`src/hdl/gbuf_pkg.sv`:
```
/*
  Shared sizes, stream codes and bus structs of the global buffer host link.
  Stream codes keep the host link encoding, so the host side must decode the same values.
  BANK_AW must give a power-of-two depth. Banks use the top level bit as full.
*/
`default_nettype none

package gbuf_pkg;

    //====================================================================
    // Sizes
    //====================================================================
    localparam int DATA_W        = 16;
    localparam int BANK_AW       = 6;
    localparam int BANK_DEPTH    = 1 << BANK_AW;
    localparam int NUM_BANKS     = 6;
    localparam int NUM_IN_BANKS  = 4;
    localparam int NUM_OUT_BANKS = 2;
    localparam int OUT_IDX_W     = $clog2(NUM_OUT_BANKS);

    // Transfer lengths in words
    localparam int BURST_LEN = 8;
    localparam int CFG_LEN   = 4;
    localparam int CNT_W     = $clog2(BURST_LEN);

    //====================================================================
    // Stream codes and structs
    //====================================================================
    typedef enum logic [3:0] {
        SEL_CFG    = 4'd0,
        SEL_ACT    = 4'd2,
        SEL_FLGACT = 4'd4,
        SEL_WEI    = 4'd6,
        SEL_FLGWEI = 4'd8,
        SEL_FLGOFM = 4'd10,
        SEL_OFM    = 4'd11
    } link_sel_e;

    typedef struct packed {
        logic              en;
        logic [DATA_W-1:0] data;
    } bank_wr_t;

    typedef struct packed {
        logic en;
    } bank_rd_t;

    typedef struct packed {
        logic [BANK_AW:0] level;
    } bank_stat_t;

    typedef struct packed {
        logic      active;
        link_sel_e sel;
        logic      upload;
    } link_grant_t;

    // One-hot bank mask of a stream code, empty for config
    function automatic logic [NUM_BANKS-1:0] sel_onehot(input link_sel_e sel);
        logic [NUM_BANKS-1:0] oh;
        oh = '0;
        case (sel)
            SEL_FLGWEI: oh[0] = 1'b1;
            SEL_WEI:    oh[1] = 1'b1;
            SEL_FLGACT: oh[2] = 1'b1;
            SEL_ACT:    oh[3] = 1'b1;
            SEL_FLGOFM: oh[4] = 1'b1;
            SEL_OFM:    oh[5] = 1'b1;
            default:    oh = '0;
        endcase
        return oh;
    endfunction

    // Stream code that serves a bank index
    function automatic link_sel_e bank_sel(input int idx);
        link_sel_e sel;
        case (idx)
            0:       sel = SEL_FLGWEI;
            1:       sel = SEL_WEI;
            2:       sel = SEL_FLGACT;
            3:       sel = SEL_ACT;
            4:       sel = SEL_FLGOFM;
            5:       sel = SEL_OFM;
            default: sel = SEL_CFG;
        endcase
        return sel;
    endfunction

endpackage

`default_nettype wire

```
`src/hdl/link_scheduler.sv`:
```
/*
  Picks the next host link transfer and counts its words.
  A grant is issued one cycle after the scheduler goes idle, never back to back.
  The host must send exactly CFG_LEN or BURST_LEN strobed words per inbound grant.
*/
`timescale 1ns/10ps
`default_nettype none

module link_scheduler (
    input  wire logic                  clk,
    input  wire logic                  rst_n,
    input  wire logic                  clear,
    input  wire logic                  cfg_req,
    input  gbuf_pkg::bank_stat_t       level [gbuf_pkg::NUM_BANKS],
    input  wire logic                  link_in_valid,
    input  wire logic                  upload_step,
    output gbuf_pkg::link_grant_t      grant,
    output logic                       link_req,
    output logic                       link_done
);
    import gbuf_pkg::*;

    logic             cfg_pend;
    logic [CNT_W-1:0] word_cnt;
    logic             step;
    logic             last_word;
    logic             pick_valid;
    link_sel_e        pick_sel;
    logic             pick_upload;

    //====================================================================
    // Priority pick
    //====================================================================
    // Lowest priority first, later hits override earlier ones
    always_comb begin
        pick_valid  = 1'b0;
        pick_sel    = SEL_CFG;
        pick_upload = 1'b0;
        // Input banks need room for a whole burst
        for (int i = NUM_IN_BANKS - 1; i >= 0; i--) begin
            if (int'(level[i].level) <= BANK_DEPTH - BURST_LEN) begin
                pick_valid  = 1'b1;
                pick_sel    = bank_sel(i);
                pick_upload = 1'b0;
            end
        end
        // Output banks need a whole burst stored
        for (int i = NUM_BANKS - 1; i >= NUM_IN_BANKS; i--) begin
            if (int'(level[i].level) >= BURST_LEN) begin
                pick_valid  = 1'b1;
                pick_sel    = bank_sel(i);
                pick_upload = 1'b1;
            end
        end
        if (cfg_pend) begin
            pick_valid  = 1'b1;
            pick_sel    = SEL_CFG;
            pick_upload = 1'b0;
        end
    end

    //====================================================================
    // Word counting
    //====================================================================
    assign step      = grant.upload ? upload_step : link_in_valid;
    assign last_word = (grant.sel == SEL_CFG) ? (word_cnt == CNT_W'(CFG_LEN - 1))
                                              : (word_cnt == CNT_W'(BURST_LEN - 1));
    assign link_done = grant.active & step & last_word;

    always_ff @(posedge clk or negedge rst_n) begin
        if (!rst_n) begin
            grant    <= '{active: 1'b0, sel: SEL_CFG, upload: 1'b0};
            link_req <= 1'b0;
            word_cnt <= '0;
            cfg_pend <= 1'b0;
        end else if (clear) begin
            grant    <= '{active: 1'b0, sel: SEL_CFG, upload: 1'b0};
            link_req <= 1'b0;
            word_cnt <= '0;
            cfg_pend <= 1'b0;
        end else begin
            link_req <= 1'b0;
            if (!grant.active) begin
                word_cnt <= '0;
                if (pick_valid) begin
                    grant.active <= 1'b1;
                    grant.sel    <= pick_sel;
                    grant.upload <= pick_upload;
                    link_req     <= 1'b1;
                end
            end else if (step) begin
                if (last_word) begin
                    grant.active <= 1'b0;
                    word_cnt     <= '0;
                end else begin
                    word_cnt <= word_cnt + 1'b1;
                end
            end

            // Config request stays pending until its grant
            if (cfg_req) begin
                cfg_pend <= 1'b1;
            end else if (!grant.active && pick_valid && pick_sel == SEL_CFG) begin
                cfg_pend <= 1'b0;
            end
        end
    end

endmodule

`default_nettype wire

```
`config.mk`:
```
export PLATFORM = sky130hd
export DESIGN_NAME = link_scheduler
export DESIGN_NICKNAME = d
export VERILOG_FILES = /design/src/hdl/gbuf_pkg.sv /design/src/hdl/link_scheduler.sv
export SDC_FILE = /design/constraint.sdc
export NUM_CORES = 1
export LEC_CHECK = 0
export ABC_AREA = 1
export BUFFER_PORTS_ARGS = -buffer_cell sky130_fd_sc_hd__clkbuf_2
export CELL_PAD_IN_SITES_DETAIL_PLACEMENT = 2
export CELL_PAD_IN_SITES_GLOBAL_PLACEMENT = 2
export CORE_ASPECT_RATIO = 1.4
export CORE_MARGIN = 4
export CORE_UTILIZATION = 19
export CTS_CLUSTER_SIZE = 14
export DETAILED_ROUTE_END_ITERATION = 7
export PLACE_DENSITY_LB_ADDON = 0.1
export SYNTH_ARGS = -nofsm -noshare
export SYNTH_HDL_FRONTEND = slang
export SYNTH_SLANG_ARGS = --single-unit
```
`constraint.sdc`:
```
create_clock -name clk -period 1.3 [get_ports clk]
set_clock_uncertainty 0.1 [all_clocks]
set_input_delay 0.065 -clock clk [delete_from_list [all_inputs] [get_ports clk]]
set_output_delay 0.065 -clock clk [all_outputs]
set_load 0.005 [all_outputs]
```
Yosys cells after proc, flatten, opt, wreduce, memory -nomap -nowiden --
Index checks and enable logic that the tools add are counted. Widths: inputs -> output; s select.
Word-level totals: register bits 11, output and inout port bits 8, bits of input ports 48, word-level logic and storage cells 62
Operators by class: $add $sub $neg 1, mux-type cells 35, $lt $le $gt $ge 6, bitwise gates (word level) 2, reduce and logical (&&, ||, !) cells 8, equal/unequal tests 4
Operators by type and width (count):
- $le 7x6->1 const B | 4
- $mux 1 | 21
- $mux 4 | 5
- $mux 3 | 5
- $ge 7x4->1 const B | 2
- $mux 6 | 2
- $logic_not 4->1 | 2
- $mux 5 | 1
- $add 3x1->3 const B | 1
- $eq 3x2->1 const B | 1
- $eq 3x3->1 const B | 1
- $ne 3x2->1 const B | 1
- $reduce_bool 3->1 | 1
- $and 1x1->1 | 2
- $logic_and 1x1->1 | 2
- $mux 2 | 1
- $ne 2x2->1 const B | 1
- $reduce_and 2->1 | 1
- $reduce_bool 2->1 | 1
- $logic_not 1->1 | 1

Logic depth before layout (Yosys ltp) --
Gate-level depths: netlist of run 1.
word-level depth 13, mapped depth 11, gate-level depth less buffers 11

Worst setup path before layout of run 1 --
OpenSTA, ideal clock, no wires.
path kind reg2reg, from register grant[2] (netlist name), to register grant[5] (netlist name), data arrival time 1.054 ns, path slack 0.029 ns, clock period less this slack 1.271 ns, stages on the path, launching flop included 9, path through dfrtp_1 -> nor2_1 -> nand3_1 -> nand2_1 -> nand3_1 -> nor3_2 -> nor2_1 -> o21ai_1 -> inv_1
On the way: cells in the longest elaborated chain, start to end 6
Ends and longest elaborated chain:
- from (decl) | line link_scheduler.sv:17 | output gbuf_pkg::link_grant_t grant,
- from (signal assigned) | line link_scheduler.sv:72 | grant <= '{active: 1'b0, sel: SEL_CFG, upload: 1'b0};
- from (signal assigned) | line link_scheduler.sv:77 | grant <= '{active: 1'b0, sel: SEL_CFG, upload: 1'b0};
- $logic_not 4->1 | line link_scheduler.sv:66 | assign last_word = (grant.sel == SEL_CFG) ? (word_cnt == CNT_W'(CFG_LEN - 1))
- $mux 1 | line link_scheduler.sv:66
- $mux 1 | line link_scheduler.sv:92 | if (last_word) begin
- $mux 1 | line link_scheduler.sv:91 | end else if (step) begin
- $mux 1 | line link_scheduler.sv:83 | if (!grant.active) begin
- $mux 6 | line link_scheduler.sv:76 | end else if (clear) begin
No other way between the ends. A chain may end at the register's enable or synchronous reset.

Final worst setup path of run 1 --
from register grant[2] (netlist name), to output link_done
On the way: cells in the longest elaborated chain, start to end 3
Ends and longest elaborated chain:
- $logic_not 4->1 | line link_scheduler.sv:66
- $mux 1 | line link_scheduler.sv:66
- $and 1x1->1 | line link_scheduler.sv:68 | assign link_done = grant.active & step & last_word;
- to (decl) | line link_scheduler.sv:19 | output logic link_done
No other way between the ends.

==> impl_metrics.toml, run 1 <==
[pwr]
power.density_cell_area_mw_per_mm2 = 727
switching_power_mw = 0.271
share_comb_of_total_power_pct = 27.7
sw_share_pct = 27.6
p_leak_nw = 0.813
p_int_mw = 0.709
clk_pwr_share_pct = 34.4
seq_power_share_pct = 37.9
vdd_drop_max_mv = 0.305
totalPowerFinal_mw = 0.980

[global_route]
grt_use_total_pct = 11.4
first_global_vias = 1227
grt_pass1_wl_um = 5010
grt_antenna_before_repair = 0
maximum_number_of_pins_on_one_net_before_global_route_repair = 12
grt_overflow = 0

[clock_network]
cts-buffers-inserted = 3
cts_sinks = 11
worst_setup_hold_path_clk_slew_ns = 0.05
htree_num_levels = 1
clk-insertion-delay-late_ns = 0.23
cts_tree = "built"
clockBufferDepth = 2
cts_root_buf = "sky130_fd_sc_hd__clkbuf_8"

[timing]
final.period_utilization_pct = 118
setup_total_negative_slack_ns = -0.750
max_freq_mhz = 652
timing.final.hold_violations = 0
rsz0062_at_grt = "true"
postLayoutSetupSlackWorst_ns = -0.234
finalSetupViolations = 4
timing.final.crit_period_ns = 1.53
slew_viol_final = 0
tightestPinTransition_ns = 0.386
timing.slew.headroom_pct = 74.2

[drt]
route.vias.total = 1054
postRouteAntennaNets = 0
drt_iter0_markers = 7
remaining_drc_errors = 0
routed_wirelength_um = 2960
wl_per_cell_um = 12.2
vias_per_cell = 4.36
first_pass_drt_iterations = 2

[synthesis]
post_synth.cell_area_avg_sq_um = 6.33
synth_nets = 178
syn_inst_count = 129
syn-cell-area_sq_um = 817
yosys_warnings = 0
synth_largest_type_area_fraction_pct = 33.7
netlist-cell-type-count = 21
netlist.top_cell.by_area = "sky130_fd_sc_hd__dfrtp_1"
synth.yosys.seq_area_share_pct = 33.7
synth_top_area_cells = "sky130_fd_sc_hd__dfrtp_1 (34%), sky130_fd_sc_hd__nand2_1 (18%), sky130_fd_sc_hd__inv_1 (11%), sky130_fd_sc_hd__nor2_1 (8.7%), sky130_fd_sc_hd__nand3_1 (6.7%)"
seq_cells_post_synth = 11

[worst_setup_path]
critical_path.startpoint_type = "flop"
reg2reg_setup_slack_ns = -0.18
crit_path_max_fanout = 2
worst-endpoint-required_ns = 1.13
critical_path_class = "flop to output port"
crit_chain = "nor2_2 > nand3_2 > nand2_2 > nand3_4 > nor3_4 > buf_2"
max_stage_delay_ns = 0.39
worst_ep_arrival_time_ns = 1.37
worstSetupEndpointType = "output port"
timing.critical_path.slowest_stage_cell = "sky130_fd_sc_hd__dfrtp_1"

[finish]
drive_above_1_share_pct = 43.7
diodes = 0
fin_nets = 249
area_delta_synth_final_pct = 65.1

[place]
dp_hpwl_um = 2540
pre_cts_ws_ns = -0.0546
finalWeightedCongestion = 0.721
port_buffers = 49

[die]
ios = 56
die_w_um = 63.4
coreArea_sq_mm = 0.00405
die_h_um = 85.6
floorplan.initialDensity_pct = 20.2
die_area_sq_mm = 0.00543
std_cell_rows = 27

[run_status]
outcome = "complete, but fails checks"
failing_checks = "setup timing"

[min_path]
timing.hold.worst.class = "primary input to flop"

[run]
drv.max_cap_violation_count = 0
[routing by layer]
| layer | up-vias | track usage [%] | routed length (um) |
|---|---|---|---|
| li1 | 527 | - | - |
| met1 | 490 | 9.97 | 982 |
| met4 | 0 | 5.30 | 48 |
| met3 | 4 | 1.83 | 142 |
| met2 | 33 | 24.1 | 1790 |
| met5 | - | 0 | 0 |
[synthesized netlist by cell type]
master	instances
sky130_fd_sc_hd__nand2_2	2
sky130_fd_sc_hd__a21oi_1	3
sky130_fd_sc_hd__o21ai_1	1
sky130_fd_sc_hd__ha_1	1
sky130_fd_sc_hd__a31oi_1	1
sky130_fd_sc_hd__buf_4	1
sky130_fd_sc_hd__nand3_1	11
sky130_fd_sc_hd__nand2_1	40
sky130_fd_sc_hd__nand2_8	1
sky130_fd_sc_hd__nor2_1	19
sky130_fd_sc_hd__or2_1	1
sky130_fd_sc_hd__nor3_2	1
sky130_fd_sc_hd__nand2_4	2
sky130_fd_sc_hd__inv_2	1
sky130_fd_sc_hd__o21ai_0	3
sky130_fd_sc_hd__nor2_4	1
sky130_fd_sc_hd__nand4_1	2
sky130_fd_sc_hd__inv_1	25
sky130_fd_sc_hd__nor3_1	1
sky130_fd_sc_hd__nor2_2	1
sky130_fd_sc_hd__dfrtp_1	11
[area by class of cell]
class	count	area (sq um)
clock buffer	4	45.0
tap	43	53.8
multi-input combinational	91	488
inverter	26	97.6
fill	504	2710
timing repair buffer	67	389
sequential	11	275
[power groups by stage]
stage	Sequential (mW)	Clock (mW)	Combinational [mW]
final	0.371	0.338	0.271
after floorplan	0.378	0	0.103
after global routing	0.373	0.368	0.313
after CTS	0.370	0.350	0.265
after global placement	0.374	0	0.236
after detailed placement	0.375	0	0.246
[cell families after synthesis]
kind of cell	synth area share, %
and+or+nand+nor	46.9
buffers and inverters	12.9
DFF	33.7
AOI/OAI and AO/OA	5.05
adders and majority gates	1.53
[sequential cells by signal, summed over array words and instances (netlist names)]
name / count
cfg_pend: 1
word_cnt: 3
grant: 6
link_req: 1
[metrics by stage]
stage               instances  hold WS (ns)  utilization [%]  instance area [sq um]
floorplan                 129        -0.331                -                    817
global placement          231        -0.137             29.4                   1190
detailed placement        231        -0.137             29.4                   1190
CTS                       241        0.0338             32.0                   1300
global route              242        0.0550             33.3                   1350
finish                    242        0.0363             33.3                   1350
[path summary, 6_finish.rpt]
path,start,endpoint,cells after the start
min in group asynchronous,rst_n,word_cnt[2]$_DFFE_PN0P_,2
min reg2reg,word_cnt[0]$_DFFE_PN0P_,word_cnt[0]$_DFFE_PN0P_,1
max in group asynchronous,rst_n,link_req$_DFF_PN0_,2
min,clear,link_req$_DFF_PN0_,2
max,grant[2]$_DFFE_PN0P_,link_done,6
max reg2reg,grant[2]$_DFFE_PN0P_,word_cnt[0]$_DFFE_PN0P_,8
[cells in the final DEF, fill, tap and decap left out]
cell type,instances
sky130_fd_sc_hd__nor2_2,3
sky130_fd_sc_hd__nand2_4,2
sky130_fd_sc_hd__nor2_4,1
sky130_fd_sc_hd__nand2_1,39
sky130_fd_sc_hd__ha_1,1
sky130_fd_sc_hd__buf_6,1
sky130_fd_sc_hd__o21ai_0,1
sky130_fd_sc_hd__buf_2,1
sky130_fd_sc_hd__o21ai_1,1
sky130_fd_sc_hd__nor3_4,1
sky130_fd_sc_hd__clkbuf_8,3
sky130_fd_sc_hd__nand3_1,8
sky130_fd_sc_hd__clkbuf_1,1
sky130_fd_sc_hd__dfrtp_1,11
sky130_fd_sc_hd__nor3_1,1
sky130_fd_sc_hd__clkbuf_2,48
sky130_fd_sc_hd__buf_4,15
sky130_fd_sc_hd__o21ai_2,2
sky130_fd_sc_hd__dlygate4sd3_1,2
sky130_fd_sc_hd__nand4_1,2
sky130_fd_sc_hd__nand2_2,3
sky130_fd_sc_hd__nand3_2,1
sky130_fd_sc_hd__nor2_1,17
sky130_fd_sc_hd__nand3_4,2
sky130_fd_sc_hd__inv_2,3
sky130_fd_sc_hd__a21oi_1,3
sky130_fd_sc_hd__nand2_8,1
sky130_fd_sc_hd__inv_1,23
sky130_fd_sc_hd__a31oi_1,1
sky130_fd_sc_hd__or2_1,1
[critical path: cells and delay by family (launching register included)]
family | cells | cell delay [ns]
buf+inv | 1 | 0.15
simple gates | 5 | 0.59
flops | 1 | 0.39
[repair_timing]
| action | in CTS | in global routing |
|---|---|---|
| buffers inserted | 4 | 2 |
| setup endpoints to repair | 4 | 6 |
| resized for setup | 6 | 11 |
| hold buffers | 2 | 0 |
| pin swaps | 3 | 6 |
| endpoints found under the hold margin | 12 | 0 |
Power figures use the tool's default switching activity.
==> run 2: changes to the inputs <==
==> constraint.sdc (replaced) <==
create_clock -name clk -period 1.6 [get_ports clk]
set_clock_uncertainty 0.1 [all_clocks]
set_input_delay 0.08 -clock clk [delete_from_list [all_inputs] [get_ports clk]]
set_output_delay 0.08 -clock clk [all_outputs]
set_load 0.005 [all_outputs]
==> impl_metrics.toml, run 2 (same netlist as run 1, synthesis figures left out) <==
[run_status]
outcome = "finished, final reports clean"

[die]
die_w_um = 63.4
die_area_sq_mm = 0.00543
floorplan.initialDensity_pct = 20.2
std_cell_rows = 27
ios = 56
die_h_um = 85.6
coreArea_sq_mm = 0.00405

[finish]
utilization_pct = 29.7
mostFrequentLayoutCell = "sky130_fd_sc_hd__clkbuf_2"
final_design_area_no_fill_sq_mm = 0.00120
drive_above_1_share_pct = 35.5
ff_latch_area_sq_um = 275
area_delta_synth_final_pct = 47.3
multi_input_comb_area_sq_um = 444
diodes = 0
mostFrequentLayoutCells = "sky130_fd_sc_hd__clkbuf_2 (49), sky130_fd_sc_hd__nand2_1 (40), sky130_fd_sc_hd__inv_1 (25)"
fin_nets = 236
largest_register = "grant"
total_of_fill_cells_in_the_finished_design = 526
layout_top_registers = "grant x6, word_cnt x3"
largest_register_ffs = 6

[clock_network]
cts-buffers-inserted = 3
cts_sinks = 11
cts_tree = "built"
clk-insertion-delay-late_ns = 0.24
worst_setup_hold_path_clk_slew_ns = 0.05
htree_num_levels = 1
clockBufferDepth = 2
cts_root_buf = "sky130_fd_sc_hd__clkbuf_8"

[timing]
postLayoutSetupSlackWorst_ns = 0.0932
timing.slew.headroom_pct = 79.8
finalSetupViolations = 0
tightestPinTransition_ns = 0.302
timing.final.crit_period_ns = 1.51
final.period_utilization_pct = 94.2
slew_viol_final = 0
max_freq_mhz = 664
timing.final.hold_violations = 0
setup_total_negative_slack_ns = 0

[worst_setup_path]
regToRegStartpoint = "grant[2]$_DFFE_PN0P_"
worstSetupEndpointType = "output port"
timing.rr.end = "grant[5]$_DFF_PN0_"
critical_path.startpoint_type = "flop"
max_stage_delay_ns = 0.40
crit_chain = "nor2_2 > nand3_1 > nand2_1 > nand3_2 > nor3_2 > clkbuf_2"
reg2reg_setup_slack_ns = 0.15
worst_ep_arrival_time_ns = 1.33
critical_path_class = "flop to output port"
worst-endpoint-required_ns = 1.42
timing.reg2reg.worst_path_depth = 9
timing.critical_path.slowest_stage_cell = "sky130_fd_sc_hd__dfrtp_1"
crit_path_max_fanout = 3

[pwr]
p_leak_nw = 0.735
totalPowerFinal_mw = 0.760
vdd_drop_max_mv = 0.157
power.density_cell_area_mw_per_mm2 = 632

[drt]
remaining_drc_errors = 0
routed_wirelength_um = 2680
route.vias.total = 990
vias_per_cell = 4.32
first_pass_drt_iterations = 4
postRouteAntennaNets = 0
wl_per_cell_um = 11.7
drt_iter0_markers = 22

[min_path]
worst_hold_path.num_cells = 2
timing.hold.worst.class = "primary input to flop"
hold_path.startpoint = "clear"
hold-path-endpoint = "cfg_pend$_DFFE_PN0P_"

[place]
placedInstanceArea_sq_mm = 0.00112
pre_cts_ws_ns = 0.201
dp_hpwl_um = 2400
port_buffers = 49
finalWeightedCongestion = 0.726

[global_route]
grt_use_total_pct = 10.4
grt_pass1_wl_um = 4560
grt_antenna_before_repair = 0
grt_overflow = 0
first_global_vias = 1143
maximum_number_of_pins_on_one_net_before_global_route_repair = 12

[run]
drv.max_cap_violation_count = 0
-- run 2: stage by stage --
step / hold slack, ns / std cells
4_1_cts: 0.0478 / 228
3_5_place_dp: -0.119 / 221
5_1_grt: 0.0770 / 229
2_1_floorplan: -0.316 / 129
3_3_place_gp: -0.122 / 221
6_report: 0.0426 / 229
-- run 2: layer usage --
metal / wire length (um) / up-vias / share of wire, % / track usage [%]
met4: 48 / 0 / 1.8 / 5.30
met5: 0 / - / 0 / 0
met3: 145 / 4 / 5.4 / 1.57
li1: - / 501 / - / -
met2: 1570 / 33 / 59 / 21.9
met1: 916 / 452 / 34 / 8.99
-- run 2: area by class of cell --
class,instances,share of cell area (%)
Multi-Input combinational cell,91,36.9
Timing Repair Buffer,54,23.9
Sequential cell,11,22.9
Inverter,26,8.11
Tap cell,43,4.47
Clock buffer,4,3.74
-- run 2: critical path, delay by kind of cell, from the launching register on --
family                 cells  cell delay (ns)
buffers and inverters      1             0.14
AND/OR/NAND/NOR            5             0.55
flip-flops                 1             0.40
-- run 2: worst max-delay path by stage --
| stage | start | to | slack (ns) | cells past startpoint |
|---|---|---|---|---|
| 6_report | grant[2]$_DFFE_PN0P_ | link_done | 0.09 | 6 |
| 5_1_grt | grant[2]$_DFFE_PN0P_ | link_done | -0.0006 | 6 |
| 4_1_cts | grant[2]$_DFFE_PN0P_ | link_done | 0.007 | 6 |
| 3_5_place_dp | grant[2]$_DFFE_PN0P_ | grant[5]$_DFF_PN0_ | 0.20 | 8 |
| 3_3_place_gp | grant[2]$_DFFE_PN0P_ | grant[5]$_DFF_PN0_ | 0.28 | 8 |
| 2_1_floorplan | grant[2]$_DFFE_PN0P_ | grant[5]$_DFF_PN0_ | 0.33 | 8 |
-- run 2: repair_timing --
action,in CTS,in global routing
resized for setup,1,1
endpoints found under the hold margin,12,0
setup buffers,1,1
pin swaps,1,1
cloned,0,0
hold buffers,2,0
setup endpoints to repair,1,2
-- run 2: report_power, final --
part           switching [mW]  internal, mW  total [mW]  leakage (nW)
sequential             0.0125         0.292       0.305         0.144
clock                   0.105         0.175       0.280        0.0228
combinational          0.0916        0.0833       0.175         0.568
total                   0.210         0.551       0.760         0.735
